===== src/dma_pkg.sv =====
// shared widths, register map and state encoding for the word-copy DMA
// every design file imports this package in its module header
package dma_pkg;

  // --------------------
  // word and field widths
  typedef logic [31:0] data_t;
  typedef logic [15:0] addr_t;
  typedef logic [15:0] len_t;
  typedef logic [31:0] xfer_id_t;
  typedef logic [2:0]  reg_addr_t;

  // --------------------
  // register map on the config port
  localparam reg_addr_t RegSrc    = 3'd0;
  localparam reg_addr_t RegDst    = 3'd1;
  localparam reg_addr_t RegLen    = 3'd2;
  // read only from here on
  localparam reg_addr_t RegLaunch = 3'd3;
  localparam reg_addr_t RegDoneId = 3'd4;
  localparam reg_addr_t RegStatus = 3'd5;

  // descriptor slots between frontend and backend
  localparam int unsigned QueueDepth = 2;

  // --------------------
  // backend copy FSM
  typedef enum logic [1:0] {
    st_idle       = 2'd0,
    st_read_req   = 2'd1,
    st_read_wait  = 2'd2,
    st_write_req  = 2'd3
  } copy_state_e;

endpackage


===== src/dma_xfer_if.sv =====
// valid/ready channel for one transfer descriptor inside the DMA
// frontend to queue and queue to backend both use it
interface dma_xfer_if
  import dma_pkg::*;
();

  addr_t src;
  addr_t dst;
  len_t  len;
  logic  valid;
  logic  ready;

  // producer of descriptors
  modport source (
    output src, dst, len, valid,
    input  ready
  );

  // consumer of descriptors
  modport sink (
    input  src, dst, len, valid,
    output ready
  );

endinterface


===== src/dma_copy_backend.sv =====
// word copier doing one read at src and then one write at dst per word
// takes a descriptor only when idle and pulses done_o at the end
module dma_copy_backend
  import dma_pkg::*;
(
  input  logic     clk_i,
  input  logic     reset_i,
  dma_xfer_if.sink xfer,
  output logic     mem_req_o,
  output logic     mem_we_o,
  output addr_t    mem_addr_o,
  output data_t    mem_wdata_o,
  input  logic     mem_gnt_i,
  input  logic     mem_rvalid_i,
  input  data_t    mem_rdata_i,
  output logic     done_o,
  output logic     busy_o
);

  copy_state_e state_q;
  addr_t       src_q;
  addr_t       dst_q;
  len_t        remaining_q;
  data_t       word_q;
  logic        done_q;
  logic        accept;

  // next descriptor waits out the done pulse
  assign xfer.ready = (state_q == st_idle) && !done_q;
  assign accept     = xfer.valid && xfer.ready;

  // --------------------
  // memory port
  assign mem_req_o   = (state_q == st_read_req) || (state_q == st_write_req);
  assign mem_we_o    = (state_q == st_write_req);
  assign mem_addr_o  = (state_q == st_write_req) ? dst_q : src_q;
  assign mem_wdata_o = word_q;

  assign done_o = done_q;
  assign busy_o = (state_q != st_idle);

  // --------------------
  // copy FSM
  always_ff @(posedge clk_i) begin
    if (reset_i) begin
      state_q     <= st_idle;
      src_q       <= '0;
      dst_q       <= '0;
      remaining_q <= '0;
      done_q      <= 1'b0;
    end else begin
      done_q <= 1'b0;
      case (state_q)
        st_idle: begin
          if (accept) begin
            src_q       <= xfer.src;
            dst_q       <= xfer.dst;
            remaining_q <= xfer.len;
            // nothing to move so finish right away
            if (xfer.len == '0) begin
              done_q <= 1'b1;
            end else begin
              state_q <= st_read_req;
            end
          end
        end
        st_read_req: begin
          if (mem_gnt_i) begin
            state_q <= st_read_wait;
          end
        end
        st_read_wait: begin
          if (mem_rvalid_i) begin
            state_q <= st_write_req;
          end
        end
        st_write_req: begin
          if (mem_gnt_i) begin
            src_q       <= src_q + addr_t'(1);
            dst_q       <= dst_q + addr_t'(1);
            remaining_q <= remaining_q - len_t'(1);
            if (remaining_q == len_t'(1)) begin
              done_q  <= 1'b1;
              state_q <= st_idle;
            end else begin
              state_q <= st_read_req;
            end
          end
        end
        default: state_q <= st_idle;
      endcase
    end
  end

  // read word held for the following write
  always_ff @(posedge clk_i) begin
    if ((state_q == st_read_wait) && mem_rvalid_i) begin
      word_q <= mem_rdata_i;
    end
  end

endmodule


===== src/dma_reg_frontend.sv =====
// config register port of the DMA: holds the transfer fields, launches on a
// read of the launch register and tracks next and done transfer IDs
module dma_reg_frontend
  import dma_pkg::*;
(
  input  logic       clk_i,
  input  logic       reset_i,
  input  logic       cfg_req_i,
  input  logic       cfg_we_i,
  input  reg_addr_t  cfg_addr_i,
  input  data_t      cfg_wdata_i,
  output logic       cfg_gnt_o,
  output logic       cfg_rvalid_o,
  output data_t      cfg_rdata_o,
  dma_xfer_if.source xfer,
  input  logic       done_i,
  input  logic       backend_busy_i,
  output logic       busy_o,
  output logic       term_event_o
);

  addr_t    src_q;
  addr_t    dst_q;
  len_t     len_q;
  xfer_id_t next_id_q;
  xfer_id_t done_id_q;
  xfer_id_t last_id;
  logic     launch_req;
  logic     launch_fire;
  logic     rvalid_q;
  logic     term_event_q;
  data_t    rdata_d;
  data_t    rdata_q;

  // --------------------
  // grant and launch
  assign launch_req  = cfg_req_i && !cfg_we_i && (cfg_addr_i == RegLaunch);
  // launch waits for a free queue slot, everything else goes through
  assign cfg_gnt_o   = cfg_req_i && (!launch_req || xfer.ready);
  assign launch_fire = launch_req && xfer.ready;

  assign xfer.valid = launch_req;
  assign xfer.src   = src_q;
  assign xfer.dst   = dst_q;
  assign xfer.len   = len_q;

  assign last_id = next_id_q - xfer_id_t'(1);
  assign busy_o  = (done_id_q != last_id) || backend_busy_i;

  always_comb begin
    case (cfg_addr_i)
      RegSrc:    rdata_d = data_t'(src_q);
      RegDst:    rdata_d = data_t'(dst_q);
      RegLen:    rdata_d = data_t'(len_q);
      RegLaunch: rdata_d = next_id_q;
      RegDoneId: rdata_d = done_id_q;
      RegStatus: rdata_d = {{($bits(data_t) - 1){1'b0}}, busy_o};
      default:   rdata_d = '0;
    endcase
  end

  // --------------------
  // registers and counters
  always_ff @(posedge clk_i) begin
    if (reset_i) begin
      src_q        <= '0;
      dst_q        <= '0;
      len_q        <= '0;
      next_id_q    <= xfer_id_t'(1);
      done_id_q    <= '0;
      rvalid_q     <= 1'b0;
      term_event_q <= 1'b0;
    end else begin
      rvalid_q     <= cfg_gnt_o;
      term_event_q <= done_i;
      if (cfg_gnt_o && cfg_we_i) begin
        case (cfg_addr_i)
          RegSrc:  src_q <= addr_t'(cfg_wdata_i);
          RegDst:  dst_q <= addr_t'(cfg_wdata_i);
          RegLen:  len_q <= len_t'(cfg_wdata_i);
          default: ;
        endcase
      end
      if (launch_fire) begin
        next_id_q <= next_id_q + xfer_id_t'(1);
      end
      if (done_i) begin
        done_id_q <= done_id_q + xfer_id_t'(1);
      end
    end
  end

  // read data for the response cycle, zero for writes
  always_ff @(posedge clk_i) begin
    if (cfg_gnt_o) begin
      rdata_q <= cfg_we_i ? '0 : rdata_d;
    end
  end

  assign cfg_rvalid_o = rvalid_q;
  assign cfg_rdata_o  = rdata_q;
  assign term_event_o = term_event_q;

endmodule


===== src/dma_top.sv =====
// top level of the one-channel word-copy DMA
// config port in, memory port out, frontend -> queue -> backend
module dma_top
  import dma_pkg::*;
(
  input  logic      clk_i,
  input  logic      reset_i,
  // config port
  input  logic      cfg_req_i,
  input  logic      cfg_we_i,
  input  reg_addr_t cfg_addr_i,
  input  data_t     cfg_wdata_i,
  output logic      cfg_gnt_o,
  output logic      cfg_rvalid_o,
  output data_t     cfg_rdata_o,
  // memory port
  output logic      mem_req_o,
  output logic      mem_we_o,
  output addr_t     mem_addr_o,
  output data_t     mem_wdata_o,
  input  logic      mem_gnt_i,
  input  logic      mem_rvalid_i,
  input  data_t     mem_rdata_i,
  // status
  output logic      term_event_o,
  output logic      busy_o
);

  logic backend_done;
  logic backend_busy;

  dma_xfer_if fe_xfer ();
  dma_xfer_if be_xfer ();

  dma_reg_frontend dma_reg_frontend_inst (
    .clk_i          (clk_i),
    .reset_i        (reset_i),
    .cfg_req_i      (cfg_req_i),
    .cfg_we_i       (cfg_we_i),
    .cfg_addr_i     (cfg_addr_i),
    .cfg_wdata_i    (cfg_wdata_i),
    .cfg_gnt_o      (cfg_gnt_o),
    .cfg_rvalid_o   (cfg_rvalid_o),
    .cfg_rdata_o    (cfg_rdata_o),
    .xfer           (fe_xfer.source),
    .done_i         (backend_done),
    .backend_busy_i (backend_busy),
    .busy_o         (busy_o),
    .term_event_o   (term_event_o)
  );

  dma_xfer_queue dma_xfer_queue_inst (
    .clk_i   (clk_i),
    .reset_i (reset_i),
    .in      (fe_xfer.sink),
    .out     (be_xfer.source)
  );

  dma_copy_backend dma_copy_backend_inst (
    .clk_i        (clk_i),
    .reset_i      (reset_i),
    .xfer         (be_xfer.sink),
    .mem_req_o    (mem_req_o),
    .mem_we_o     (mem_we_o),
    .mem_addr_o   (mem_addr_o),
    .mem_wdata_o  (mem_wdata_o),
    .mem_gnt_i    (mem_gnt_i),
    .mem_rvalid_i (mem_rvalid_i),
    .mem_rdata_i  (mem_rdata_i),
    .done_o       (backend_done),
    .busy_o       (backend_busy)
  );

endmodule


===== src/dma_xfer_queue.sv =====
// small descriptor FIFO between the register frontend and the copy backend
// ready while not full, output valid the cycle after a write
module dma_xfer_queue
  import dma_pkg::*;
(
  input  logic       clk_i,
  input  logic       reset_i,
  dma_xfer_if.sink   in,
  dma_xfer_if.source out
);

  typedef logic [$clog2(QueueDepth)-1:0]   ptr_t;
  typedef logic [$clog2(QueueDepth+1)-1:0] count_t;

  addr_t  src_mem [QueueDepth];
  addr_t  dst_mem [QueueDepth];
  len_t   len_mem [QueueDepth];
  ptr_t   wr_ptr_q;
  ptr_t   rd_ptr_q;
  count_t count_q;
  logic   push;
  logic   pop;

  assign in.ready  = (count_q != count_t'(QueueDepth));
  assign out.valid = (count_q != '0);
  assign out.src   = src_mem[rd_ptr_q];
  assign out.dst   = dst_mem[rd_ptr_q];
  assign out.len   = len_mem[rd_ptr_q];

  assign push = in.valid && in.ready;
  assign pop  = out.valid && out.ready;

  // storage
  always_ff @(posedge clk_i) begin
    if (push) begin
      src_mem[wr_ptr_q] <= in.src;
      dst_mem[wr_ptr_q] <= in.dst;
      len_mem[wr_ptr_q] <= in.len;
    end
  end

  // pointers wrap at the last slot
  always_ff @(posedge clk_i) begin
    if (reset_i) begin
      wr_ptr_q <= '0;
      rd_ptr_q <= '0;
      count_q  <= '0;
    end else begin
      if (push) begin
        wr_ptr_q <= (wr_ptr_q == ptr_t'(QueueDepth - 1)) ? '0 : wr_ptr_q + 1'b1;
      end
      if (pop) begin
        rd_ptr_q <= (rd_ptr_q == ptr_t'(QueueDepth - 1)) ? '0 : rd_ptr_q + 1'b1;
      end
      if (push && !pop) begin
        count_q <= count_q + 1'b1;
      end else if (pop && !push) begin
        count_q <= count_q - 1'b1;
      end
    end
  end

endmodule


===== config.mk =====
export PLATFORM = sky130hd
export DESIGN_NAME = dma_top
export DESIGN_NICKNAME = d
export VERILOG_FILES = /design/src/dma_pkg.sv /design/src/dma_xfer_if.sv /design/src/dma_copy_backend.sv /design/src/dma_reg_frontend.sv /design/src/dma_top.sv /design/src/dma_xfer_queue.sv
export SDC_FILE = /design/constraint.sdc
export NUM_CORES = 1
export LEC_CHECK = 0
export ABC_CLOCK_PERIOD_IN_PS = 3300
export BUFFER_PORTS_ARGS = -buffer_cell sky130_fd_sc_hd__buf_4
export CAP_MARGIN = 20
export CORE_ASPECT_RATIO = 0.8
export CORE_MARGIN = 2
export CORE_UTILIZATION = 30
export CTS_BUF_LIST = sky130_fd_sc_hd__clkbuf_16
export DETAILED_ROUTE_END_ITERATION = 7
export SYNTH_ARGS = -nofsm -noshare
export SYNTH_HDL_FRONTEND = slang
export SYNTH_SLANG_ARGS = --single-unit

===== constraint.sdc =====
create_clock -name clk_i -period 3.3 [get_ports clk_i]
set_clock_uncertainty 0.1 [all_clocks]
set_input_delay 0.495 -clock clk_i [delete_from_list [all_inputs] [get_ports clk_i]]
set_output_delay 0.495 -clock clk_i [all_outputs]
set_load 0.02 [all_outputs]

* Yosys cells after proc, flatten, opt, wreduce, memory -nomap -nowiden
Memories as Yosys holds them, arrays and structs flattened. A register that Yosys moved wholly into a read port is not among the register bits.
Index checks and enable logic that the tools add are counted.
** Cells by class
- Multiplexer cells :: 35
- Add/sub/neg operators :: 10
- Reductions and logical operators :: 30
- Eq/ne operators :: 16
** Operators by type and width (number)
- $pmux W32 S6 :: 1
- $mux W16 :: 7
- $pmux W16 S2 :: 3
- $add A32 B1 Y32 const B :: 2
- $add A16 B1 Y16 const B :: 2
- $ne A32 B32 Y1 :: 1
- $sub A32 B1 Y32 const B :: 1
- $eq A16 B1 Y1 const B :: 1
- $logic_not A16 Y1 :: 1
- $sub A16 B1 Y16 const B :: 1
- $mux W1 :: 15
- $mux W2 :: 7
- $logic_and A1 B1 Y1 :: 10
- $ne A2 B2 Y1 const B :: 5
- $pmux W2 S4 :: 1
- $reduce_bool A2 Y1 :: 4
- $eq A3 B2 Y1 const B :: 2
- $eq A3 B3 Y1 const B :: 2
- $reduce_and A2 Y1 :: 3
- $logic_not A1 Y1 :: 5
- $reduce_and A5 Y1 :: 1
- $eq A2 B2 Y1 const B :: 2
- $eq A3 B1 Y1 const B :: 1
- $logic_not A3 Y1 :: 1
- other kinds (9) :: 12
** Storage, ports and cells
- Input port bits :: 73
- Output and inout bits :: 86
- Word-level logic and storage cells :: 111
- Memories :: 3
- Bits in registers :: 233
- RAM bits :: 96
** Memories
- dma_xfer_queue_inst.dst_mem :: depth 2, bits a word 16, rd ports 1, clocked after Yosys merged registers in 1, wr ports 1, line dma_xfer_queue.sv:16 : addr_t dst_mem [QueueDepth];
- dma_xfer_queue_inst.len_mem :: depth 2, bits a word 16, rd ports 1, clocked after Yosys merged registers in 1, wr ports 1, line dma_xfer_queue.sv:17 : len_t len_mem [QueueDepth];
- dma_xfer_queue_inst.src_mem :: depth 2, bits a word 16, rd ports 1, clocked after Yosys merged registers in 1, wr ports 1, line dma_xfer_queue.sv:15 : addr_t src_mem [QueueDepth];

* Logic depth before layout (Yosys ltp)
- Depth after elaboration :: 8
- Mapped depth :: 12

* Modules after synthesis
Synthesis repeated with hierarchy kept, for this count alone.
** Unflattened totals
- Cell total of the unflattened synthesis :: 1565
- Area, all modules :: 15543.7 µm²
** By module, submodules not included
- dma_reg_frontend :: area an instance 7468.4 µm², times used 1, cells an instance 893
- dma_copy_backend :: area an instance 4396.7 µm², times used 1, cells an instance 499
- dma_xfer_queue :: area an instance 3678.5 µm², times used 1, cells an instance 173

* Worst setup path before layout
Ideal clock, no wire load.
- Kind :: input-to-reg
- From :: in cfg_addr_i[1]
- To :: mem dma_xfer_queue_inst.dst_mem[0][0] in the netlist's numbering (enable)
- Required time :: 2.746 ns
- Cell stages on the path :: 4
- Slack :: -0.360 ns
- Buffers on the path :: 1
- Data arrival time :: 3.106 ns
- Cells stage by stage :: buf_2 and4bb_2 nand3_1 nor2_1
** On the way
- Longest elaborated chain between the ends :: 5
** RTL lines
- start: declaration :: line dma_top.sv:11 : input reg_addr_t cfg_addr_i,
- $eq A3 B2 Y1 :: line dma_reg_frontend.sv:37 : assign launch_req = cfg_req_i && !cfg_we_i && (cfg_addr_i == RegLaunch);
- $logic_and A1 B1 Y1 :: line dma_reg_frontend.sv:37
- $logic_and A1 B1 Y1 :: line dma_xfer_queue.sv:30 : assign push = in.valid && in.ready;
- $mux W1 :: line dma_xfer_queue.sv:35 : if (push) begin
- $mux W1 (not written as such) :: line dma_xfer_queue.sv:37 : dst_mem[wr_ptr_q] <= in.dst;
- end: declaration :: line dma_xfer_queue.sv:16
Every way passes these cells.

* Final worst setup path
- From :: reg dma_reg_frontend_inst.next_id_q[1]
- To :: out busy_o
** On the way
- Longest elaborated chain between the ends :: 3
** RTL lines
- start: declaration :: line dma_reg_frontend.sv:25 : xfer_id_t next_id_q;
- start signal: assignment :: line dma_reg_frontend.sv:69 : next_id_q <= xfer_id_t'(1);
- start signal: assignment :: line dma_reg_frontend.sv:85 : next_id_q <= next_id_q + xfer_id_t'(1);
- $sub A32 B1 Y32 :: line dma_reg_frontend.sv:47 : assign last_id = next_id_q - xfer_id_t'(1);
- $ne A32 B32 Y1 :: line dma_reg_frontend.sv:48 : assign busy_o = (done_id_q != last_id) || backend_busy_i;
- $logic_or A1 B1 Y1 :: line dma_reg_frontend.sv:48
- end: declaration :: line dma_top.sv:26 : output logic busy_o
Every way passes these cells.

==> results.md <==
- Pre-CTS setup slack: 146.6 ps
- CP endpoint: busy_o
- Clock slew at reported path FFs: 60 ps
- Worst setup margin: -294.3 ps
- Core area: 51,200 um2
- Period utilisation layout: 1.089
- GRT Total Usage: 0.1627
- Fmax: 0.2782 GHz
- Die width: around 260 um
- H-tree depth: 2
- EDFF count, synth: 160
- Die Ht: 207.8 um
- Vias/cell: 5.102
- Largest net degree at the start of global routing: 75
- Sequential area share after synthesis: 0.5272
- #FFs+latches synth: 330
- Share of post-route cells with drive strength above 1: 0.2015
- Slew Limit Fails: 0
- WL final: 44.69 mm
- # rows: 74
- Post-DR wirelength/cell: 18.30 um
- CTS Buffer Depth: 3
- Setup_tns: -294.3 ps
- Final cell count without fillers: 2,442
- Placed insts: roughly 2,300
- Ranking of synthesized cells by area: edfxtp_1 31%, dfxtp_1 22%, nand2_1 4.9%
- I/O pins: about 160
- CP required: 2700 ps
- Max Cap Viol: 0
- Power, Total: 0.01243 W
- Cell area power density: 645.0 nW/um2
- Mapped Avg Cell Area: 9.848 um2
- Root Driver: clkbuf_16
- Post-synth top cells: 203 x nand2_1, 187 x nor2_1, 170 x dfxtp_1
- Relative slew slack: 0.3207
- Final Net Count: approximately 1,800
- Initial DRC Count: 1,299
- Worst Path Max Fanout: 3
- Synth Warn #: 0
- HP Class: in -> reg
- CTS tree: done
- Status: complete, but fails checks
- Area leader, netlist: edfxtp_1
- DRC: 0
- Final hold vios: 0
- IO buf count: 142
- Most frequent cell after synthesis: nand2_1
- Mapped Cells: between 1,500 and 2,000
- Worst R2R Setup Slack: 520 ps
- ANT nets after route: 0
- Initial antenna violation count: 5
- Total number of vias: 12,459
- R2R Path End: dma_reg_frontend_inst.cfg_rdata_o[0]
- Synth top area share: 0.3086
- Setup crit start kind: flip-flop
- First-pass GRT wire length: a little under 70 mm
- Crit path kind: reg -> out
- Lkg Pwr: 6.929 nW
- RSZ-0062 raised after global routing: true
- Synthesized area: 15,570 um2
- Post-synth ARST share: 0
- Skew-Pair Late Insertion Delay: 570 ps
- Final GP Congestion: 0.8726
- Post-Syn Nets: 1,666
- Fin crit period: between 3000 and 4000 ps
- Violated checks: negative setup slack
- DP HPWL: 31.34 mm
- Layout Area Growth over Synthesis: 23.75%
- Final setup viols: 1
- Total gr overflow: 0
- Crit. Startpoint: dma_reg_frontend_inst.next_id_q[1]
- Peak supply drop: 0.6656 mV
- Arr. time, crit path: 3000 ps
- Critical path capture point type: primary output
- Ys flop type: dfxtp_1
- Full die area: 53,750 um2
- Reg-to-Reg Start: dma_reg_frontend_inst.next_id_q[1]
- Starting Density: 0.3041
- CTS Sinks: 330
- Vias in the first global route: 11,768
- Cell variety after synth: 72
- Pin slew with the least headroom to its limit: 1019 ps
- First-pass DRT Iterations: 8
- Cts bufs inserted: 38
- Reg2reg path depth: 11
## through the flow
stage / hold WS, ps / area [um2] / util
floorplan: 342.0 / 15580 / -
global placement: 355.4 / 17530 / 0.3423
detailed placement: 362.3 / 17530 / 0.3423
CTS: 0.1810 / 19130 / 0.3736
global route: 8.222 / 19270 / 0.3763
finish: 28.95 / 19270 / 0.3763
## worst min-delay path by stage
stage	to	cells past startpoint	slack (ps)	from
after floorplan	dma_xfer_queue_inst.len_mem[0][0]	0	340	dma_reg_frontend_inst.xfer.len[0]
after global placement	dma_copy_backend_inst.src_q[15]	2	360	dma_copy_backend_inst.src_q[15]
after detailed placement	dma_copy_backend_inst.src_q[15]	2	360	dma_copy_backend_inst.src_q[15]
after CTS	dma_copy_backend_inst.mem_wdata_o[30]	1	0.2	mem_rdata_i[30]
after global routing	dma_copy_backend_inst.mem_wdata_o[13]	1	8	mem_rdata_i[13]
final	dma_copy_backend_inst.mem_wdata_o[11]	1	30	mem_rdata_i[11]
## worst max-delay path: stages (launching register included)
cell     delay [ps]
dfxtp_2         320
inv_2            60
ha_4            130
nor3b_2         150
buf_4           150
nand3_4          60
buf_6           120
or3_4           410
xnor2_4         150
nor4_2          260
and4_1          230
nand4_1         190
buf_6           200
## cell families (layout without fill, tap and decap cells)
kind of cell | after synthesis | after routing | synth area share
xor+xnor | 102 | 102 | 0.05738
buf+inv | 144 | 320 | 0.03914
other cells | 0 | 1 | 0
compound gates | 295 | 295 | 0.1209
mux | 75 | 75 | 0.05537
simple gates | 623 | 623 | 0.1905
fa+ha+maj | 12 | 12 | 0.009643
flops | 330 | 330 | 0.5272
## power by group
part / switching [W] / internal [W]
Clock: 0.00176 / 0.00268
Combinational: 0.00172 / 0.00116
Sequential: 0.000447 / 0.00466
Total: 0.00393 / 0.00850
## timing repair
action / in CTS / in global routing
pin swaps: 9 / 11
setup endpoints to repair: 1 / 1
gates resized for setup: 12 / 23
hold buffers: 21 / 0
endpoints found under the hold margin: 21 / 0
setup buffers: 3 / 6
## flip-flops by register name, summed over array words and instances (netlist names), 32 cells and up, named ones only
name                               count
dma_copy_backend_inst.mem_wdata_o     32
dma_reg_frontend_inst.cfg_rdata_o     32
dma_reg_frontend_inst.done_id_q       32
dma_reg_frontend_inst.next_id_q       32
dma_xfer_queue_inst.dst_mem           32
dma_xfer_queue_inst.len_mem           32
dma_xfer_queue_inst.src_mem           32
## routing by layer
layer  wire (um)  part of all wire  global-route usage  up-vias
met3        2695             0.060             0.02711       80
li1            -                 -                   -     5975
met2       20690              0.46              0.2547      369
met4        1375             0.031             0.06099        2
met1       19920              0.45              0.2248     6033
met5          12           0.00027                   0        -
## cell type report
class | count | area [um2]
fillers | 5030 | 31930
flip-flops and latches | 330 | 8219
multi-input cells | 1107 | 6942
repair buffers | 230 | 1853
clock buffers | 40 | 1001
well taps | 684 | 855.8
clock inverters | 29 | 315.3
inverters | 21 | 78.83
diodes | 1 | 2.502
## layout by cell type (no fill, tap or decap), types with 10 or more instances in the layout
| master | count |
|---|---|
| inv_1 | 25 |
| buf_4 | 201 |
| or3_1 | 19 |
| ha_1 | 10 |
| nand4_1 | 27 |
| nor2_1 | 186 |
| and4_1 | 11 |
| nand3_1 | 49 |
| a211oi_1 | 12 |
| edfxtp_1 | 160 |
| xnor2_1 | 42 |
| dlygate4sd3_1 | 21 |
| o21ai_0 | 52 |
| a22oi_1 | 43 |
| a21oi_1 | 97 |
| mux2i_1 | 40 |
| mux2_2 | 29 |
| xor2_1 | 59 |
| dfxtp_1 | 163 |
| nand2_1 | 203 |
| a31oi_1 | 10 |
| and3_1 | 19 |
| nor4_1 | 21 |
| clkbuf_16 | 40 |
| nor3_1 | 19 |
No activity file was read; power rests on OpenSTA's default activity.
